[config.mk]
export PLATFORM = sky130hd
export DESIGN_NAME = fp_misc_unit
export DESIGN_NICKNAME = d
export VERILOG_FILES = /design/src/logic/fp_misc_pkg.sv /design/src/logic/fp_misc_unit.sv /design/src/logic/fp_credit_counter.sv /design/src/logic/fp_issue_ctrl.sv /design/src/logic/fp_compare_select.sv /design/src/logic/fp_classify.sv
export SDC_FILE = /design/constraint.sdc
export NUM_CORES = 1
export LEC_CHECK = 0
export ABC_AREA = 1
export BUFFER_PORTS_ARGS = -buffer_cell sky130_fd_sc_hd__buf_4
export CORE_MARGIN = 2
export CORE_UTILIZATION = 29
export CTS_BUF_LIST = sky130_fd_sc_hd__clkbuf_16
export DETAILED_ROUTE_END_ITERATION = 8
export PLACE_DENSITY = 0.5
export SLEW_MARGIN = 15
export SYNTH_ARGS = -nofsm -noshare
export SYNTH_HDL_FRONTEND = slang
export SYNTH_SLANG_ARGS = --single-unit
[constraint.sdc]
create_clock -name clk -period 5 [get_ports clk]
set_input_delay 0.75 -clock clk [delete_from_list [all_inputs] [get_ports clk]]
set_output_delay 0.75 -clock clk [all_outputs]
set_load 0.03 [all_outputs]
[src/logic/fp_misc_pkg.sv]
/*
 * Shared widths, constants and types for the pipelined FP misc unit.
 * Import with a wildcard in the module header of every user.
 */
`default_nettype none

package fp_misc_pkg;

   // single precision field layout
   localparam int unsigned EXP_W   = 8;  // exponent bits
   localparam int unsigned MAN_W   = 23; // stored mantissa bits
   localparam int unsigned FP_W    = 32; // full word
   localparam int unsigned CLASS_W = 10; // fclass mask width

   localparam logic [FP_W-1:0] NAN_CANON = 32'h7fc0_0000; // canonical quiet nan

   // downstream buffer credits
   localparam int unsigned            CREDIT_W   = 3;
   localparam logic [CREDIT_W-1:0]    CREDIT_MAX = 3'd4; // buffer depth, reset value

   // fclass bit positions, riscv order
   localparam int unsigned CLS_NINF  = 0;
   localparam int unsigned CLS_NNORM = 1;
   localparam int unsigned CLS_NSUB  = 2;
   localparam int unsigned CLS_NZERO = 3;
   localparam int unsigned CLS_PZERO = 4;
   localparam int unsigned CLS_PSUB  = 5;
   localparam int unsigned CLS_PNORM = 6;
   localparam int unsigned CLS_PINF  = 7;
   localparam int unsigned CLS_SNAN  = 8;
   localparam int unsigned CLS_QNAN  = 9;

   // opcode numbering kept from the full fp block
   typedef enum logic [4:0] {
      OP_FMIN   = 5'd14,
      OP_FMAX   = 5'd15,
      OP_FEQ    = 5'd19,
      OP_FLT    = 5'd20,
      OP_FLE    = 5'd21,
      OP_FCLASS = 5'd22
   } fp_op_e;

   typedef struct packed {
      logic             sign;
      logic [EXP_W-1:0] exp;
      logic [MAN_W-1:0] man;
   } fp32_t;

   // result word, float for fmin/fmax, integer for compares and fclass
   typedef union packed {
      fp32_t           fp;
      logic [FP_W-1:0] raw;
   } fp_result_u;

   typedef struct packed {
      fp_op_e op;
      fp32_t  a; // rs1
      fp32_t  b; // rs2
   } fp_req_t;

   typedef logic [CLASS_W-1:0] fp_class_t; // one-hot class mask

   // stage 1 register contents
   typedef struct packed {
      fp_req_t   req;
      fp_class_t class_a;
      fp_class_t class_b;
   } fp_stage_t;

   typedef struct packed {
      fp_result_u result;
      logic       illegal; // opcode not supported here
   } fp_rsp_t;

   // pipeline sequencer states
   typedef enum logic [1:0] {
      ST_EMPTY, // nothing in flight
      ST_FLOW,  // items moving
      ST_STALL  // stage 2 held, no credit
   } issue_state_e;

endpackage

`default_nettype wire
[src/logic/fp_misc_unit.sv]
/*
 * Top of the FP misc unit: compares, min/max and fclass in a two-stage
 * pipeline with credit flow control on the response side.
 */
`timescale 1ns/10ps
`default_nettype none

module fp_misc_unit import fp_misc_pkg::*; (
   input  wire     clk,
   input  wire     rst_n_i,
   // request side
   input  wire     req_valid_i,
   input  fp_req_t req_i,
   output logic    req_ready_o,
   // response side, no backpressure
   output logic    rsp_valid_o,
   output fp_rsp_t rsp_o,
   input  wire     credit_return_i // one pulse per freed slot
);

   logic      s1_load;
   logic      s2_load;
   logic      credit_avail;
   fp_stage_t stage;

   // stage 1 classify
   fp_classify u_classify (
      .clk       (clk),
      .rst_n_i   (rst_n_i),
      .s1_load_i (s1_load),
      .req_i     (req_i),
      .stage_o   (stage)
   );

   // stage 2 result select
   fp_compare_select u_compare_select (
      .clk       (clk),
      .rst_n_i   (rst_n_i),
      .s2_load_i (s2_load),
      .stage_i   (stage),
      .rsp_o     (rsp_o)
   );

   fp_issue_ctrl u_issue_ctrl (
      .clk            (clk),
      .rst_n_i        (rst_n_i),
      .req_valid_i    (req_valid_i),
      .credit_avail_i (credit_avail),
      .req_ready_o    (req_ready_o),
      .s1_load_o      (s1_load),
      .s2_load_o      (s2_load),
      .rsp_valid_o    (rsp_valid_o)
   );

   // each response spends one credit
   fp_credit_counter u_credit_counter (
      .clk             (clk),
      .rst_n_i         (rst_n_i),
      .consume_i       (rsp_valid_o),
      .credit_return_i (credit_return_i),
      .credit_avail_o  (credit_avail)
   );

endmodule

`default_nettype wire

[src/logic/fp_credit_counter.sv]
/*
 * Credit counter for the downstream response buffer. Starts full,
 * drops on each response and rises on each returned credit.
 */
`timescale 1ns/10ps
`default_nettype none

module fp_credit_counter import fp_misc_pkg::*; (
   input  wire  clk,
   input  wire  rst_n_i,
   input  wire  consume_i,       // response sent
   input  wire  credit_return_i, // consumer freed a slot
   output logic credit_avail_o
);

   logic [CREDIT_W-1:0] credit_cnt;

   always_ff @(posedge clk or negedge rst_n_i) begin
      if (!rst_n_i) begin
         credit_cnt <= CREDIT_MAX; // buffer empty after reset
      end else begin
         case ({consume_i, credit_return_i})
            2'b10: credit_cnt <= credit_cnt - CREDIT_W'(1);
            2'b01: begin
               if (credit_cnt != CREDIT_MAX)
                  credit_cnt <= credit_cnt + CREDIT_W'(1); // saturate at depth
            end
            default: credit_cnt <= credit_cnt; // none or both
         endcase
      end
   end

   assign credit_avail_o = |credit_cnt;

endmodule

`default_nettype wire

[src/logic/fp_issue_ctrl.sv]
/*
 * Sequencer for the two pipeline stages. Tracks stage valids and a
 * small FSM, and derives loads, request ready and response valid.
 */
`timescale 1ns/10ps
`default_nettype none

module fp_issue_ctrl import fp_misc_pkg::*; (
   input  wire  clk,
   input  wire  rst_n_i,
   input  wire  req_valid_i,
   input  wire  credit_avail_i, // downstream has room
   output logic req_ready_o,
   output logic s1_load_o,
   output logic s2_load_o,
   output logic rsp_valid_o
);

   issue_state_e state_q;
   issue_state_e state_d;
   logic         s1_valid_q;
   logic         s2_valid_q;
   logic         s1_valid_d;
   logic         s2_valid_d;
   logic         s2_drain; // response leaves this cycle
   logic         s2_free;  // stage 2 can take stage 1
   logic         s2_load;
   logic         s1_load;
   logic         req_ready;

   always_comb begin
      case (state_q)
         ST_EMPTY: begin
            s2_drain = 1'b0; // nothing to send
            s2_free  = 1'b1;
         end
         ST_STALL: begin
            s2_drain = credit_avail_i; // stage 2 is full here
            s2_free  = credit_avail_i;
         end
         default: begin
            s2_drain = s2_valid_q & credit_avail_i;
            s2_free  = ~s2_valid_q | credit_avail_i;
         end
      endcase
   end

   assign s2_load   = s1_valid_q & s2_free;
   assign req_ready = ~s1_valid_q | s2_load; // low only with both full and stuck
   assign s1_load   = req_valid_i & req_ready;

   assign s1_valid_d = s1_load | (s1_valid_q & ~s2_load);
   assign s2_valid_d = s2_load | (s2_valid_q & ~s2_drain);

   always_comb begin
      if (!s1_valid_d && !s2_valid_d)
         state_d = ST_EMPTY;
      else if (s2_valid_q && !credit_avail_i)
         state_d = ST_STALL; // held result, no credit yet
      else
         state_d = ST_FLOW;
   end

   always_ff @(posedge clk or negedge rst_n_i) begin
      if (!rst_n_i) begin
         state_q    <= ST_EMPTY;
         s1_valid_q <= 1'b0;
         s2_valid_q <= 1'b0;
      end else begin
         state_q    <= state_d;
         s1_valid_q <= s1_valid_d;
         s2_valid_q <= s2_valid_d;
      end
   end

   assign req_ready_o = req_ready;
   assign s1_load_o   = s1_load;
   assign s2_load_o   = s2_load;
   assign rsp_valid_o = s2_drain;

endmodule

`default_nettype wire

[src/logic/fp_compare_select.sv]
/*
 * Stage 2. Produces the compare, min/max or fclass result from the
 * classified operands and registers the response word on load.
 */
`timescale 1ns/10ps
`default_nettype none

module fp_compare_select import fp_misc_pkg::*; (
   input  wire       clk,
   input  wire       rst_n_i,
   input  wire       s2_load_i, // capture a new response
   input  fp_stage_t stage_i,
   output fp_rsp_t   rsp_o
);

   fp32_t                  op_a;
   fp32_t                  op_b;
   fp_class_t              cls_a;
   fp_class_t              cls_b;
   logic [EXP_W+MAN_W-1:0] mag_a;
   logic [EXP_W+MAN_W-1:0] mag_b;
   logic                   any_nan;
   logic                   both_zero;
   logic                   is_eq;
   logic                   ord_lt;
   logic                   is_lt;
   logic                   pick_nan;
   fp32_t                  min_val;
   fp32_t                  max_val;
   fp_rsp_t                rsp_d;
   fp_rsp_t                rsp_q;

   assign op_a  = stage_i.req.a;
   assign op_b  = stage_i.req.b;
   assign cls_a = stage_i.class_a;
   assign cls_b = stage_i.class_b;
   assign mag_a = {op_a.exp, op_a.man}; // magnitude without sign
   assign mag_b = {op_b.exp, op_b.man};

   assign any_nan   = cls_a[CLS_SNAN] | cls_a[CLS_QNAN] | cls_b[CLS_SNAN] | cls_b[CLS_QNAN];
   assign both_zero = (cls_a[CLS_NZERO] | cls_a[CLS_PZERO]) &
                      (cls_b[CLS_NZERO] | cls_b[CLS_PZERO]); // +0 == -0

   assign is_eq = ~any_nan & ((op_a == op_b) | both_zero);

   // sign-magnitude ordering
   always_comb begin
      if (op_a.sign != op_b.sign)
         ord_lt = op_a.sign; // negative below positive
      else if (op_a.sign)
         ord_lt = mag_b < mag_a; // both negative, bigger magnitude is less
      else
         ord_lt = mag_a < mag_b;
   end

   assign is_lt = ~any_nan & ~is_eq & ord_lt;

   // fmin/fmax nan rules first, then ordering
   assign pick_nan = cls_a[CLS_SNAN] | cls_b[CLS_SNAN] | (cls_a[CLS_QNAN] & cls_b[CLS_QNAN]);

   always_comb begin
      if (pick_nan) begin
         min_val = NAN_CANON;
         max_val = NAN_CANON;
      end else if (cls_a[CLS_QNAN]) begin
         min_val = op_b; // only a is nan
         max_val = op_b;
      end else if (cls_b[CLS_QNAN]) begin
         min_val = op_a;
         max_val = op_a;
      end else begin
         min_val = (is_eq | is_lt) ? op_a : op_b; // equal gives a
         max_val = (is_eq | is_lt) ? op_b : op_a; // equal gives b
      end
   end

   always_comb begin
      rsp_d = '0;
      case (stage_i.req.op)
         OP_FMIN:   rsp_d.result.fp  = min_val;
         OP_FMAX:   rsp_d.result.fp  = max_val;
         OP_FEQ:    rsp_d.result.raw = {{(FP_W-1){1'b0}}, is_eq};
         OP_FLT:    rsp_d.result.raw = {{(FP_W-1){1'b0}}, is_lt};
         OP_FLE:    rsp_d.result.raw = {{(FP_W-1){1'b0}}, is_lt | is_eq};
         OP_FCLASS: rsp_d.result.raw = {{(FP_W-CLASS_W){1'b0}}, cls_a}; // rs1 only
         default:   rsp_d.illegal    = 1'b1; // zero result
      endcase
   end

   always_ff @(posedge clk or negedge rst_n_i) begin
      if (!rst_n_i)
         rsp_q <= '0;
      else if (s2_load_i)
         rsp_q <= rsp_d;
   end

   assign rsp_o = rsp_q;

endmodule

`default_nettype wire

[src/logic/fp_classify.sv]
/*
 * Stage 1. Decodes both operands into one-hot fclass masks and
 * registers them with the request when the sequencer loads the stage.
 */
`timescale 1ns/10ps
`default_nettype none

module fp_classify import fp_misc_pkg::*; (
   input  wire       clk,
   input  wire       rst_n_i,
   input  wire       s1_load_i, // take a new request
   input  fp_req_t   req_i,
   output fp_stage_t stage_o
);

   fp_stage_t stage_q;
   fp_class_t class_a;
   fp_class_t class_b;

   function automatic fp_class_t classify_op(input fp32_t v);
      fp_class_t mask;
      logic      exp_max;
      logic      exp_zero;
      logic      man_zero;
      mask     = '0;
      exp_max  = &v.exp;  // inf or nan
      exp_zero = ~|v.exp; // zero or subnormal
      man_zero = ~|v.man;
      if (exp_max) begin
         if (man_zero)
            mask[v.sign ? CLS_NINF : CLS_PINF] = 1'b1;
         else if (v.man[MAN_W-1])
            mask[CLS_QNAN] = 1'b1; // quiet bit set
         else
            mask[CLS_SNAN] = 1'b1; // nonzero payload, quiet bit clear
      end else if (exp_zero) begin
         if (man_zero)
            mask[v.sign ? CLS_NZERO : CLS_PZERO] = 1'b1;
         else
            mask[v.sign ? CLS_NSUB : CLS_PSUB] = 1'b1;
      end else begin
         mask[v.sign ? CLS_NNORM : CLS_PNORM] = 1'b1;
      end
      return mask;
   endfunction

   assign class_a = classify_op(req_i.a);
   assign class_b = classify_op(req_i.b);

   always_ff @(posedge clk or negedge rst_n_i) begin
      if (!rst_n_i) begin
         stage_q <= '0;
      end else if (s1_load_i) begin
         stage_q.req     <= req_i;
         stage_q.class_a <= class_a;
         stage_q.class_b <= class_b;
      end
   end

   assign stage_o = stage_q;

endmodule

`default_nettype wire

==> metrics.txt, run 1 <==
# TYPE chip_impl_metric gauge
chip_impl_info{name="outcome",value="completed"} 1
chip_impl_metric{name="synth_adder_area_share",unit=""} 0.0561
chip_impl_metric{name="core",unit="sq um"} 24500
chip_impl_metric{name="cts_made_buffers",unit=""} 17
chip_impl_metric{name="muxShareOfSynthArea",unit=""} 0.00155
chip_impl_info{name="grt_setup_unrepaired",value="no"} 1
chip_impl_metric{name="worst-path-max-fanout",unit=""} 30
chip_impl_metric{name="wl",unit="um"} 22300
chip_impl_metric{name="period_needed",unit="ns"} 3.30
chip_impl_metric{name="floorplan.die_area",unit="sq um"} 26400
chip_impl_metric{name="route.detailed.drc",unit=""} 0
chip_impl_metric{name="sw_frac_of_total",unit=""} 0.382
chip_impl_metric{name="die_w",unit="um"} 162
chip_impl_metric{name="route.detailed.wl_per_inst",unit="um"} 15.5
chip_impl_info{name="tritoncts_clock_tree",value="yes"} 1
chip_impl_info{name="path_class",value="reg -> reg"} 1
chip_impl_metric{name="complex_gate_fraction_of_the_synthesized_area",unit=""} 0.115
chip_impl_metric{name="clkTransAtPathRegs",unit="ns"} 0.06
chip_impl_metric{name="clock.fmax",unit="MHz"} 303
chip_impl_metric{name="htree_levels",unit=""} 4
chip_impl_metric{name="rows",unit=""} 57
chip_impl_metric{name="yosysSeqAreaShare",unit=""} 0.424
chip_impl_metric{name="synthesis.nets",unit=""} 1110
chip_impl_metric{name="top_ports",unit=""} 108
chip_impl_info{name="yosys.area.top_type",value="sky130_fd_sc_hd__dfrtp_1"} 1
chip_impl_metric{name="p_leak",unit="uW"} 0.00480
chip_impl_metric{name="syn-instance-count",unit=""} 1005
chip_impl_metric{name="detailed_place_hpwl",unit="um"} 16600
chip_impl_metric{name="hold_violations",unit=""} 0
chip_impl_metric{name="clockPowerShare",unit=""} 0.339
chip_impl_info{name="synthFlopType",value="sky130_fd_sc_hd__dfrtp_1"} 1
chip_impl_metric{name="finalNetCount",unit=""} 1202
chip_impl_metric{name="final_min_period_over_clock_period",unit=""} 0.661
chip_impl_metric{name="postCtsHoldBufs",unit=""} 0
chip_impl_metric{name="placement_stage_cell_area",unit="sq um"} 8350
chip_impl_metric{name="drt_pass1_iterations",unit=""} 5
chip_impl_metric{name="grt_pass1_wl",unit="um"} 36100
chip_impl_metric{name="max_cap_viol_count",unit=""} 0
chip_impl_metric{name="maxSlewViolCount",unit=""} 0
chip_impl_metric{name="global_route_usage_sum",unit=""} 0.178
chip_impl_metric{name="yosys.area_share.xor_xnor",unit=""} 0.00361
chip_impl_metric{name="fin_skew",unit="ns"} 0.00897
chip_impl_metric{name="postLayoutCellArea",unit="sq um"} 8950
chip_impl_metric{name="worst_pin_slew",unit="ns"} 0.955
chip_impl_metric{name="insertedDiodeCount",unit=""} 0
chip_impl_metric{name="netlist-cell-type-count",unit=""} 43
chip_impl_metric{name="irDropWorstVdd",unit="V"} 0.000248
chip_impl_metric{name="floorplan.die.height",unit="um"} 162
chip_impl_metric{name="power_frac_comb",unit=""} 0.321
chip_impl_metric{name="worst-endpoint-required",unit="ns"} 5.36
chip_impl_metric{name="synth-seq-cells",unit=""} 123
chip_impl_metric{name="fin_hold_ws",unit="ns"} 0.418
chip_impl_metric{name="critPathArrivalTime",unit="ns"} 3.66
chip_impl_metric{name="net_switching_component_of_the_power",unit="uW"} 1430
chip_impl_metric{name="share_of_the_synthesized_area_in_the_top_cell_type",unit=""} 0.420
chip_impl_metric{name="maximum_number_of_pins_on_one_net_before_global_route_repair",unit=""} 77
chip_impl_metric{name="internal_power",unit="uW"} 2310
chip_impl_metric{name="syn_area_per_cell",unit="sq um"} 7.23
chip_impl_metric{name="clkSinkCount",unit=""} 123
chip_impl_info{name="yosys-top-cells-count",value="sky130_fd_sc_hd__nand2_1, sky130_fd_sc_hd__inv_1, sky130_fd_sc_hd__dfrtp_1"} 1
chip_impl_metric{name="final_layout_size_suffix_gt1_frac",unit=""} 0.147
chip_impl_metric{name="gp_congestion",unit=""} 0.859
chip_impl_metric{name="synth_simple_gate_area_share",unit=""} 0.292
chip_impl_metric{name="route.vias.total",unit=""} 6690
chip_impl_metric{name="async_reset_ff_frac",unit=""} 1.00
chip_impl_metric{name="syn2layout_area_growth",unit="%"} 23.1
chip_impl_info{name="critPathCaptureType",value="register"} 1
chip_impl_metric{name="cts_setup_buffers",unit=""} 0
chip_impl_metric{name="ant_nets",unit=""} 0
chip_impl_metric{name="setup-violations-final",unit=""} 0
chip_impl_metric{name="cts_buffer_depth",unit=""} 2
chip_impl_metric{name="synth-edff-count",unit=""} 0
chip_impl_info{name="cts_root_cell",value="sky130_fd_sc_hd__clkbuf_16"} 1
chip_impl_info{name="setup_crit_start_kind",value="register"} 1
chip_impl_info{name="synth_area_leaders",value="sky130_fd_sc_hd__dfrtp_1, sky130_fd_sc_hd__nand2_1, sky130_fd_sc_hd__inv_1"} 1
chip_impl_metric{name="effective_utilization_at_floorplan",unit=""} 0.297
chip_impl_metric{name="ctsResizeCount",unit=""} 0
chip_impl_metric{name="seq_power_share",unit=""} 0.340
chip_impl_metric{name="number_of_buffer_cells_added_on_primary_ports",unit=""} 107
chip_impl_metric{name="syn_area",unit="sq um"} 7270
chip_impl_metric{name="filler_cell_count_in_the_final_layout",unit=""} 2625
chip_impl_info{name="synth_top_family_by_area",value="simple AND/OR/NAND/NOR gates"} 1
chip_impl_metric{name="grt-ovfl-total",unit=""} 0
chip_impl_metric{name="slew_headroom",unit=""} 0.362
chip_impl_metric{name="synth_warnings",unit=""} 0
chip_impl_metric{name="grt_antenna_before_repair",unit=""} 0
chip_impl_metric{name="detailedRoute.firstIterationViolations",unit=""} 607
chip_impl_metric{name="tns",unit="ns"} 0
chip_impl_metric{name="via_count_of_the_first_global_routing_pass",unit=""} 6424
chip_impl_metric{name="pd_cells",unit="nW/um^2"} 417
chip_impl_info{name="class_of_the_tightest_hold_or_removal_check",value="in -> async"} 1
chip_impl_metric{name="clkLatencyLatePin",unit="ns"} 0.42
chip_impl_info{name="post-synth-top-count-cell",value="sky130_fd_sc_hd__nand2_1"} 1
chip_impl_metric{name="avgViaCountPerCell",unit=""} 4.67
stage by stage:
step	utilization	cells	worst slack, ns	power (uW)
2_1_floorplan	-	1005	2.78	2140
3_3_place_gp	0.341	1402	1.73	2490
3_5_place_dp	0.341	1402	1.71	2490
4_1_cts	0.366	1434	1.69	3770
5_1_grt	0.366	1434	1.32	4010
6_report	0.366	1434	1.70	3730
cells by family (layout without fill, tap and decap cells):
group | Yosys count | count (layout)
AND/OR/NAND/NOR | 509 | 509
multiplexers | 1 | 1
buffers and inverters | 196 | 301
adder cells (fa/ha/maj) | 32 | 32
XOR/XNOR | 3 | 3
flip-flops | 123 | 123
AO/OA/AOI/OAI | 141 | 141
power groups by stage:
stage	registers (uW)	clock network, uW	logic, uW
floorplan	1260	0	882
global placement	1290	0	1200
detailed placement	1290	0	1200
CTS	1270	1290	1210
global route	1290	1340	1370
finish	1270	1270	1200
cells in the final DEF (no fill, tap or decap), drive strengths merged, types with 2 or more instances in the layout:
cell      Yosys  final
a21oi        12     12
nand2       386    386
bufinv        0      3
o22ai         4      4
ha           31     31
o31ai         2      2
dfrtp       122    122
clkinv        3     11
xor2          2      2
clkbuf       23     17
nor2         26     26
o21ai        85     85
nand4        13     13
a21o          2      2
nand3        61     61
clkinvlp      0      3
o211ai       23     23
inv         152    153
nor3          7      7
nor4         14     14
and2          2      2
buf          18    114
a32o          9      9
per-layer routing:
layer  routed length (um)  vias up  track usage
met5                    0        -            0
met3                 1130       10       0.0392
li1                     -     3401            -
met1                11400     3097        0.264
met2                 9620      182        0.263
met4                  144        0       0.0394
worst max-delay path, stage by stage (launching register included):
cell	delay, ns
sky130_fd_sc_hd__dfrtp_1	0.42
sky130_fd_sc_hd__inv_1	0.07
sky130_fd_sc_hd__ha_1	0.27
sky130_fd_sc_hd__nand2_1	0.10
sky130_fd_sc_hd__nor2_2	0.15
sky130_fd_sc_hd__nand4_1	0.17
sky130_fd_sc_hd__nor3_2	0.14
sky130_fd_sc_hd__nand2_1	0.06
sky130_fd_sc_hd__nand2_1	0.08
sky130_fd_sc_hd__a21oi_1	0.08
sky130_fd_sc_hd__nand2_2	0.13
sky130_fd_sc_hd__nand3_2	0.46
sky130_fd_sc_hd__buf_4	0.45
sky130_fd_sc_hd__inv_2	0.19
sky130_fd_sc_hd__nand2_1	0.09
sky130_fd_sc_hd__nand3_1	0.08
sky130_fd_sc_hd__nand2_1	0.06
sky130_fd_sc_hd__nand2_1	0.10
sky130_fd_sc_hd__nand2_1	0.05
sky130_fd_sc_hd__nand2_1	0.06
state kept, by name, indices dropped and copies added (netlist names):
signal                       flops
u_classify.stage_o              83
u_issue_ctrl.s1_valid_q          1
u_compare_select.rsp_o          33
u_issue_ctrl.state_q             2
u_issue_ctrl.s2_valid_q          1
u_credit_counter.credit_cnt      3
final cells by class:
class / count / area (sq um) / share of cell area
Clock buffer: 17 / 425 / 0.0475
Clock inverter: 15 / 175 / 0.0196
Inverter: 155 / 582 / 0.0650
Multi-Input combinational cell: 686 / 3430 / 0.383
Sequential cell: 123 / 3080 / 0.344
Tap cell: 324 / 405 / 0.0453
Timing Repair Buffer: 114 / 856 / 0.0956
worst paths after layout:
check                                                start  cells past startpoint                    endpoint  slack [ns]
worst min register to register  u_compare_select.rsp_o[18]                      2  u_compare_select.rsp_o[18]        0.48
min in group clk                u_compare_select.rsp_o[18]                      2  u_compare_select.rsp_o[18]        0.48
worst min-delay path                               rst_n_i                      1      u_classify.stage_o[64]        0.42
worst max register to register      u_classify.stage_o[81]                     19  u_compare_select.rsp_o[25]        1.70
max in group asynchronous                          rst_n_i                      2  u_compare_select.rsp_o[25]        3.58
worst max-delay path                u_classify.stage_o[81]                     19  u_compare_select.rsp_o[25]        1.70
(Power assumes the default switching activity.)
==> run 2, diff against run 1 <==
--- a/config.mk
+++ b/config.mk
@@ -5,13 +5,13 @@
 export SDC_FILE = /design/constraint.sdc
 export NUM_CORES = 1
 export LEC_CHECK = 0
-export ABC_AREA = 1
+export ABC_AREA = 0
 export BUFFER_PORTS_ARGS = -buffer_cell sky130_fd_sc_hd__buf_4
 export CORE_MARGIN = 2
 export CORE_UTILIZATION = 29
 export CTS_BUF_LIST = sky130_fd_sc_hd__clkbuf_16
 export DETAILED_ROUTE_END_ITERATION = 8
-export PLACE_DENSITY = 0.5
+export PLACE_DENSITY = 0.51
 export SLEW_MARGIN = 15
 export SYNTH_ARGS = -nofsm -noshare
 export SYNTH_HDL_FRONTEND = slang
==> constraint.sdc (replaced) <==
create_clock -name clk -period 3.4 [get_ports clk]
set_input_delay 0.51 -clock clk [delete_from_list [all_inputs] [get_ports clk]]
set_output_delay 0.51 -clock clk [all_outputs]
set_load 0.03 [all_outputs]
==> run 2 against run 1 <==
Wire length is 15% lower; combinational power rose by 16%; clock power increased by 48%.
==> metrics.txt, run 2 <==
# TYPE chip_impl_metric gauge
chip_impl_info{name="outcome",value="completed"} 1
chip_impl_metric{name="final_min_period_over_clock_period",unit=""} 0.938
chip_impl_metric{name="tns",unit="ns"} 0
chip_impl_info{name="post-synth-top-count-cell",value="sky130_fd_sc_hd__nand2_1"} 1
chip_impl_metric{name="final_layout_size_suffix_gt1_frac",unit=""} 0.207
chip_impl_metric{name="maxSlewViolCount",unit=""} 0
chip_impl_info{name="path_class",value="reg -> reg"} 1
chip_impl_metric{name="slew_headroom",unit=""} 0.392
chip_impl_metric{name="fin_hold_ws",unit="ns"} 0.130
chip_impl_metric{name="route.detailed.wl_per_inst",unit="um"} 16.7
chip_impl_info{name="synth_area_leaders",value="sky130_fd_sc_hd__dfrtp_1, sky130_fd_sc_hd__nand2_1, sky130_fd_sc_hd__ha_1"} 1
chip_impl_metric{name="clkTransAtPathRegs",unit="ns"} 0.06
chip_impl_metric{name="number_of_buffer_cells_added_on_primary_ports",unit=""} 107
chip_impl_metric{name="netlist-cell-type-count",unit=""} 57
chip_impl_metric{name="top_ports",unit=""} 108
chip_impl_metric{name="syn2layout_area_growth",unit="%"} 26.4
chip_impl_metric{name="floorplan.die.height",unit="um"} 154
chip_impl_metric{name="worst-endpoint-required",unit="ns"} 3.70
chip_impl_info{name="yosys-top-cells-count",value="sky130_fd_sc_hd__nand2_1, sky130_fd_sc_hd__dfrtp_1, sky130_fd_sc_hd__o21ai_0"} 1
chip_impl_metric{name="internal_power",unit="uW"} 3470
chip_impl_metric{name="grt_antenna_before_repair",unit=""} 0
chip_impl_metric{name="syn_area_per_cell",unit="sq um"} 8.90
chip_impl_metric{name="drt_pass1_iterations",unit=""} 5
chip_impl_metric{name="largest_register_ffs",unit=""} 83
chip_impl_info{name="tritoncts_clock_tree",value="yes"} 1
chip_impl_metric{name="die_w",unit="um"} 154
chip_impl_info{name="yosys.area.top_type",value="sky130_fd_sc_hd__dfrtp_1"} 1
chip_impl_metric{name="share_of_the_synthesized_area_in_the_top_cell_type",unit=""} 0.471
chip_impl_metric{name="pd_cells",unit="nW/um^2"} 626
chip_impl_metric{name="finalNetCount",unit=""} 938
chip_impl_metric{name="setup.reg_to_reg.worst_slack",unit="ns"} 0.21
chip_impl_metric{name="clkLatencyLatePin",unit="ns"} 0.42
chip_impl_metric{name="htree_levels",unit=""} 4
chip_impl_metric{name="yosysSeqAreaShare",unit=""} 0.475
chip_impl_info{name="class_of_the_tightest_hold_or_removal_check",value="in -> async"} 1
chip_impl_metric{name="cts_buffer_depth",unit=""} 2
chip_impl_metric{name="async_reset_ff_frac",unit=""} 1.00
chip_impl_metric{name="synth-seq-cells",unit=""} 123
chip_impl_info{name="synthFlopType",value="sky130_fd_sc_hd__dfrtp_1"} 1
chip_impl_metric{name="floorplan.die_area",unit="sq um"} 23600
chip_impl_metric{name="detailed_place_hpwl",unit="um"} 13900
chip_impl_metric{name="route.vias.total",unit=""} 5435
chip_impl_metric{name="p_leak",unit="uW"} 0.00409
chip_impl_metric{name="worst_pin_slew",unit="ns"} 0.904
chip_impl_info{name="mostFrequentLayoutCell",value="sky130_fd_sc_hd__nand2_1"} 1
chip_impl_metric{name="rows",unit=""} 54
chip_impl_metric{name="cts_made_buffers",unit=""} 17
chip_impl_metric{name="maximum_number_of_pins_on_one_net_before_global_route_repair",unit=""} 53
chip_impl_metric{name="cts_setup_buffers",unit=""} 0
chip_impl_metric{name="global_route_usage_sum",unit=""} 0.164
chip_impl_metric{name="max_cap_viol_count",unit=""} 0
chip_impl_metric{name="postLayoutCellArea",unit="sq um"} 8200
chip_impl_info{name="critPathCaptureType",value="register"} 1
chip_impl_metric{name="clockPowerShare",unit=""} 0.367
chip_impl_metric{name="syn_area",unit="sq um"} 6490
chip_impl_metric{name="irDropWorstVdd",unit="V"} 0.000316
chip_impl_info{name="cts_root_cell",value="sky130_fd_sc_hd__clkbuf_16"} 1
chip_impl_metric{name="via_count_of_the_first_global_routing_pass",unit=""} 5508
chip_impl_metric{name="grt-ovfl-total",unit=""} 0
chip_impl_metric{name="critPathArrivalTime",unit="ns"} 3.49
chip_impl_metric{name="sw_frac_of_total",unit=""} 0.324
chip_impl_metric{name="period_needed",unit="ns"} 3.19
chip_impl_info{name="setup_crit_start_kind",value="register"} 1
chip_impl_metric{name="hold_violations",unit=""} 0
chip_impl_metric{name="ant_nets",unit=""} 0
chip_impl_metric{name="avgViaCountPerCell",unit=""} 4.83
chip_impl_metric{name="core",unit="sq um"} 21900
chip_impl_metric{name="power_frac_comb",unit=""} 0.271
chip_impl_metric{name="synth_warnings",unit=""} 0
chip_impl_metric{name="effective_utilization_at_floorplan",unit=""} 0.296
chip_impl_metric{name="grt_pass1_wl",unit="um"} 30200
chip_impl_metric{name="clkSinkCount",unit=""} 123
chip_impl_metric{name="setup-violations-final",unit=""} 0
chip_impl_metric{name="worst-path-max-fanout",unit=""} 23
chip_impl_metric{name="ctsResizeCount",unit=""} 0
chip_impl_metric{name="final_core_utilization",unit=""} 0.375
chip_impl_metric{name="clock.fmax",unit="MHz"} 313
chip_impl_metric{name="postCtsHoldBufs",unit=""} 0
chip_impl_metric{name="route.detailed.drc",unit=""} 0
chip_impl_metric{name="seq_power_share",unit=""} 0.362
chip_impl_metric{name="synth-edff-count",unit=""} 0
chip_impl_metric{name="syn-instance-count",unit=""} 729
chip_impl_metric{name="wl",unit="um"} 18800
chip_impl_metric{name="gp_congestion",unit=""} 0.836
chip_impl_metric{name="placement_stage_cell_area",unit="sq um"} 7590
chip_impl_metric{name="insertedDiodeCount",unit=""} 0
chip_impl_metric{name="fin_skew",unit="ns"} 0.0114
chip_impl_metric{name="detailedRoute.firstIterationViolations",unit=""} 369
chip_impl_metric{name="net_switching_component_of_the_power",unit="uW"} 1660
chip_impl_metric{name="synthesis.nets",unit=""} 834
chip_impl_info{name="grt_setup_unrepaired",value="no"} 1
chip_impl_info{name="layout_common_cells",value="sky130_fd_sc_hd__nand2_1, sky130_fd_sc_hd__dfrtp_1, sky130_fd_sc_hd__buf_4"} 1
[run 2: cell count changes after synthesis, moves of 22 or more]
| cell | delta |
|---|---|
| sky130_fd_sc_hd__nand3_1 | -43 |
| sky130_fd_sc_hd__a221o_1 | +23 |
| sky130_fd_sc_hd__o21ai_0 | -37 |
| sky130_fd_sc_hd__o211ai_1 | -22 |
| sky130_fd_sc_hd__nand2_1 | -161 |
| sky130_fd_sc_hd__inv_1 | -107 |
[run 2: area by class of cell]
class	count	area, sq um
Timing Repair Buffer	121	933
Tap cell	280	350
Clock buffer	17	425
Inverter	43	161
Clock inverter	15	183
Sequential cell	123	3080
Fill cell	2219	13700
Multi-Input combinational cell	527	3070
[run 2: cell families after synthesis]
kind of cell,after synthesis,share of synthesized area
AND/OR/NAND/NOR,336,0.226
adder cells (fa/ha/maj),32,0.0629
AO/OA/AOI/OAI,136,0.146
XOR/XNOR,3,0.00405
multiplexers,20,0.0326
buffers and inverters,79,0.0536
flip-flops,123,0.475
[run 2: power groups by stage]
stage	logic, uW	registers (uW)	clock network, uW
after CTS	1410	1860	1910
after floorplan	908	1880	0
after global placement	1390	1880	0
final	1390	1860	1880
after global routing	1570	1890	1990
after detailed placement	1400	1880	0
[run 2: per-stage QoR]
step,total power (uW),setup slack [ns],instances
2_1_floorplan,2790,0.490,729
4_1_cts,5180,0.210,1126
6_report,5130,0.209,1126
3_3_place_gp,3270,0.292,1094
3_5_place_dp,3280,0.246,1094
5_1_grt,5450,0.0205,1126
[run 2: path summary, 6_finish.rpt]
kind	startpoint	end	cells after the start
worst max-delay path	u_classify.stage_o[40]	u_compare_select.rsp_o[12]	10
worst min-delay path	rst_n_i	u_classify.stage_o[32]	1
worst max register to register	u_classify.stage_o[40]	u_compare_select.rsp_o[12]	10
worst min register to register	u_classify.stage_o[12]	u_classify.stage_o[12]	2
max in group asynchronous	rst_n_i	u_compare_select.rsp_o[26]	2
min in group clk	req_i[66]	u_classify.stage_o[86]	3
[run 2: critical path, cell delays in order (launching register included)]
cell and delay [ns]:
sky130_fd_sc_hd__dfrtp_1 0.40, sky130_fd_sc_hd__ha_1 0.33, sky130_fd_sc_hd__a21o_1 0.18, sky130_fd_sc_hd__a21o_1 0.19, sky130_fd_sc_hd__a2111oi_4 0.34, sky130_fd_sc_hd__nand4_1 0.16
sky130_fd_sc_hd__a31oi_1 0.37, sky130_fd_sc_hd__a221oi_2 0.11, sky130_fd_sc_hd__buf_4 0.21, sky130_fd_sc_hd__o2bb2ai_4 0.31, sky130_fd_sc_hd__a221o_1 0.44
[run 2: routing by layer]
layer,wire (um),global-route usage,share of wire
met1,9280,0.231,0.49
met4,236,0.0542,0.013
met2,8830,0.253,0.47
met3,483,0.0316,0.026
met5,0,0,0
==> run 3, diff against run 2 <==
--- a/config.mk
+++ b/config.mk
@@ -11,8 +11,9 @@
 export CORE_UTILIZATION = 29
 export CTS_BUF_LIST = sky130_fd_sc_hd__clkbuf_16
 export DETAILED_ROUTE_END_ITERATION = 8
-export PLACE_DENSITY = 0.51
+export PLACE_DENSITY = 0.5
 export SLEW_MARGIN = 15
 export SYNTH_ARGS = -nofsm -noshare
 export SYNTH_HDL_FRONTEND = slang
+export SYNTH_HIERARCHICAL = 1
 export SYNTH_SLANG_ARGS = --single-unit
==> run 3 against run 2 <==
Via count rose by 4.2%; utilization barely moved; wire length is 12% higher; design area is 7.4% higher; clock power fell by 12%; area after synthesis up 7.6%; worst hold slack worse by 0.034 ns; maximum frequency is 2.5% lower; final cell count down 2.0%.
==> metrics.txt, run 3 <==
# TYPE chip_impl_metric gauge
chip_impl_info{name="outcome",value="completed"} 1
chip_impl_metric{name="detailed_place_hpwl",unit="um"} 15300
chip_impl_info{name="critPathCaptureType",value="register"} 1
chip_impl_metric{name="number_of_buffer_cells_added_on_primary_ports",unit=""} 107
chip_impl_metric{name="avgViaCountPerCell",unit=""} 5.13
chip_impl_metric{name="route.detailed.drc",unit=""} 0
chip_impl_metric{name="worst-endpoint-required",unit="ns"} 3.69
chip_impl_info{name="path_class",value="reg -> reg"} 1
chip_impl_metric{name="fin_skew",unit="ns"} 0.0109
chip_impl_info{name="timing.critical_path.slowest_stage_cell",value="sky130_fd_sc_hd__or4_4"} 1
chip_impl_metric{name="placement_stage_cell_area",unit="sq um"} 8280
chip_impl_metric{name="ant_nets",unit=""} 0
chip_impl_metric{name="cts_setup_buffers",unit=""} 0
chip_impl_metric{name="worst-r2r-cell-count",unit=""} 9
chip_impl_metric{name="drt_pass1_iterations",unit=""} 5
chip_impl_metric{name="detailedRoute.firstIterationViolations",unit=""} 281
chip_impl_metric{name="sequential_cell_area",unit="sq um"} 3080
chip_impl_metric{name="core",unit="sq um"} 23500
chip_impl_metric{name="maximum_number_of_pins_on_one_net_before_global_route_repair",unit=""} 97
chip_impl_metric{name="hold_violations",unit=""} 0
chip_impl_metric{name="rows",unit=""} 56
chip_impl_metric{name="grt-ovfl-total",unit=""} 0
chip_impl_metric{name="wl",unit="um"} 21100
chip_impl_metric{name="clkTransAtPathRegs",unit="ns"} 0.06
chip_impl_metric{name="filler_cell_count_in_the_final_layout",unit=""} 2463
chip_impl_info{name="tritoncts_clock_tree",value="yes"} 1
chip_impl_metric{name="floorplan.die.height",unit="um"} 159
chip_impl_metric{name="finalNonFillerCells",unit=""} 1104
chip_impl_info{name="grt_setup_unrepaired",value="no"} 1
chip_impl_metric{name="postLayoutCellArea",unit="sq um"} 8810
chip_impl_info{name="layout_common_cells",value="sky130_fd_sc_hd__buf_4, sky130_fd_sc_hd__dfrtp_1, sky130_fd_sc_hd__inv_1"} 1
chip_impl_metric{name="critPathArrivalTime",unit="ns"} 3.56
chip_impl_metric{name="placed_cells_incl_taps",unit=""} 1073
chip_impl_metric{name="tns",unit="ns"} 0
chip_impl_metric{name="maxSlewViolCount",unit=""} 0
chip_impl_metric{name="synthesis.nets",unit=""} 757
chip_impl_metric{name="gp_congestion",unit=""} 0.815
chip_impl_info{name="cts_root_cell",value="sky130_fd_sc_hd__clkbuf_16"} 1
chip_impl_metric{name="stages_on_the_worst_setup_path",unit=""} 9
chip_impl_info{name="mostFrequentLayoutCell",value="sky130_fd_sc_hd__buf_4"} 1
chip_impl_metric{name="die_w",unit="um"} 159
chip_impl_metric{name="grt_antenna_before_repair",unit=""} 0
chip_impl_metric{name="critPathBufInv",unit=""} 1
chip_impl_metric{name="grt_pass1_wl",unit="um"} 33300
chip_impl_info{name="setup_crit_start_kind",value="register"} 1
chip_impl_metric{name="cts_made_buffers",unit=""} 17
chip_impl_metric{name="worst-path-max-fanout",unit=""} 21
chip_impl_metric{name="syn_area",unit="sq um"} 6980
chip_impl_metric{name="worst_pin_slew",unit="ns"} 0.818
chip_impl_metric{name="clkLatencyLatePin",unit="ns"} 0.42
chip_impl_metric{name="syn_area_per_cell",unit="sq um"} 10.7
chip_impl_metric{name="setup-violations-final",unit=""} 0
chip_impl_metric{name="slew_headroom",unit=""} 0.450
chip_impl_metric{name="syn2layout_area_growth",unit="%"} 26.2
chip_impl_metric{name="route.vias.total",unit=""} 5665
chip_impl_metric{name="htree_levels",unit=""} 4
chip_impl_metric{name="synth_warnings",unit=""} 6
chip_impl_metric{name="largest_register_ffs",unit=""} 83
chip_impl_metric{name="clkSinkCount",unit=""} 123
chip_impl_metric{name="final_layout_size_suffix_gt1_frac",unit=""} 0.338
chip_impl_metric{name="setup.reg_to_reg.worst_slack",unit="ns"} 0.13
chip_impl_metric{name="final_min_period_over_clock_period",unit=""} 0.962
chip_impl_metric{name="insertedDiodeCount",unit=""} 0
chip_impl_metric{name="floorplan.die_area",unit="sq um"} 25300
chip_impl_metric{name="pd_cells",unit="nW/um^2"} 546
chip_impl_metric{name="cts_buffer_depth",unit=""} 2
chip_impl_metric{name="final_core_utilization",unit=""} 0.374
chip_impl_metric{name="via_count_of_the_first_global_routing_pass",unit=""} 5597
chip_impl_metric{name="max_cap_viol_count",unit=""} 0
chip_impl_info{name="class_of_the_tightest_hold_or_removal_check",value="in -> async"} 1
chip_impl_metric{name="p_leak",unit="uW"} 0.00389
chip_impl_metric{name="syn-instance-count",unit=""} 652
chip_impl_info{name="path_cells",value="inv_1 > ha_1 > nand4_1 > or4_4 > a21oi_4 > mux2_4 > and3_1 > or3_4 > a221o_1"} 1
chip_impl_metric{name="route.detailed.wl_per_inst",unit="um"} 19.1
chip_impl_metric{name="cp_peak_stage_delay",unit="ns"} 0.57
chip_impl_metric{name="top_ports",unit=""} 108
chip_impl_metric{name="clock.fmax",unit="MHz"} 306
chip_impl_metric{name="period_needed",unit="ns"} 3.27
chip_impl_metric{name="finalNetCount",unit=""} 878
chip_impl_metric{name="irDropWorstVdd",unit="V"} 0.000297
chip_impl_metric{name="place_worst_setup_slack",unit="ns"} 0.163
chip_impl_metric{name="effective_utilization_at_floorplan",unit=""} 0.297
chip_impl_metric{name="multi_input_gate_area",unit="sq um"} 3490
chip_impl_metric{name="global_route_usage_sum",unit=""} 0.169
chip_impl_info{name="crit_family",value="simple AND/OR/NAND/NOR gates"} 1
chip_impl_metric{name="layout_setup_ws",unit="ns"} 0.128
run 3: path summary, 6_finish.rpt:
| path | start | endpoint |
|---|---|---|
| max | u_classify/stage_o[46] | u_compare_select/rsp_o[17] |
| min | rst_n_i | u_classify/stage_o[76] |
| max reg2reg | u_classify/stage_o[46] | u_compare_select/rsp_o[17] |
| min reg2reg | u_compare_select/rsp_o[0] | u_compare_select/rsp_o[0] |
| max in group asynchronous | rst_n_i | u_classify/stage_o[88] |
| min in group clk | req_valid_i | u_issue_ctrl/s1_valid_q |
run 3: area by class of cell:
cell class              instances  area share
inverters                      76      0.0324
multi-input cells             422       0.396
repair buffers                133       0.116
clock inverters                14      0.0124
flip-flops and latches        123       0.349
clock buffers                  17      0.0483
well taps                     319      0.0453
run 3: metal layers:
metal | GRT usage | routed length [um] | vias up
met2 | 0.270 | 9950 | 112
li1 | - | - | 2702
met4 | 0.0405 | 141 | 0
met5 | 0 | 0 | -
met3 | 0.0323 | 691 | 10
met1 | 0.238 | 10300 | 2841
run 3: worst reg2reg max path: stages (launching register included):
cell and delay (ns):
sky130_fd_sc_hd__dfrtp_1 0.37, sky130_fd_sc_hd__inv_1 0.07, sky130_fd_sc_hd__ha_1 0.32, sky130_fd_sc_hd__nand4_1 0.15, sky130_fd_sc_hd__or4_4 0.57, sky130_fd_sc_hd__a21oi_4 0.18, sky130_fd_sc_hd__mux2_4 0.35, sky130_fd_sc_hd__and3_1 0.18
sky130_fd_sc_hd__or3_4 0.55, sky130_fd_sc_hd__a221o_1 0.41
run 3: stage by stage:
stage	power (uW)	hold WS (ns)
after global placement	3160	0.513
after floorplan	2670	0.214
after CTS	4860	0.117
final	4810	0.0960
after detailed placement	3170	0.520
after global routing	5090	0.133
run 3: power breakdown:
| part | internal (uW) | total (uW) | leakage (uW) | switching [uW] |
|---|---|---|---|---|
| sequential | 1660 | 1880 | 0.00153 | 211 |
| combinational | 573 | 1270 | 0.00210 | 698 |
| clock | 986 | 1660 | 0.000252 | 677 |
run 3: timing repair:
action	in CTS	in global routing
hold buffers	0	0
resized for setup	0	1
endpoints found under the setup margin	0	1
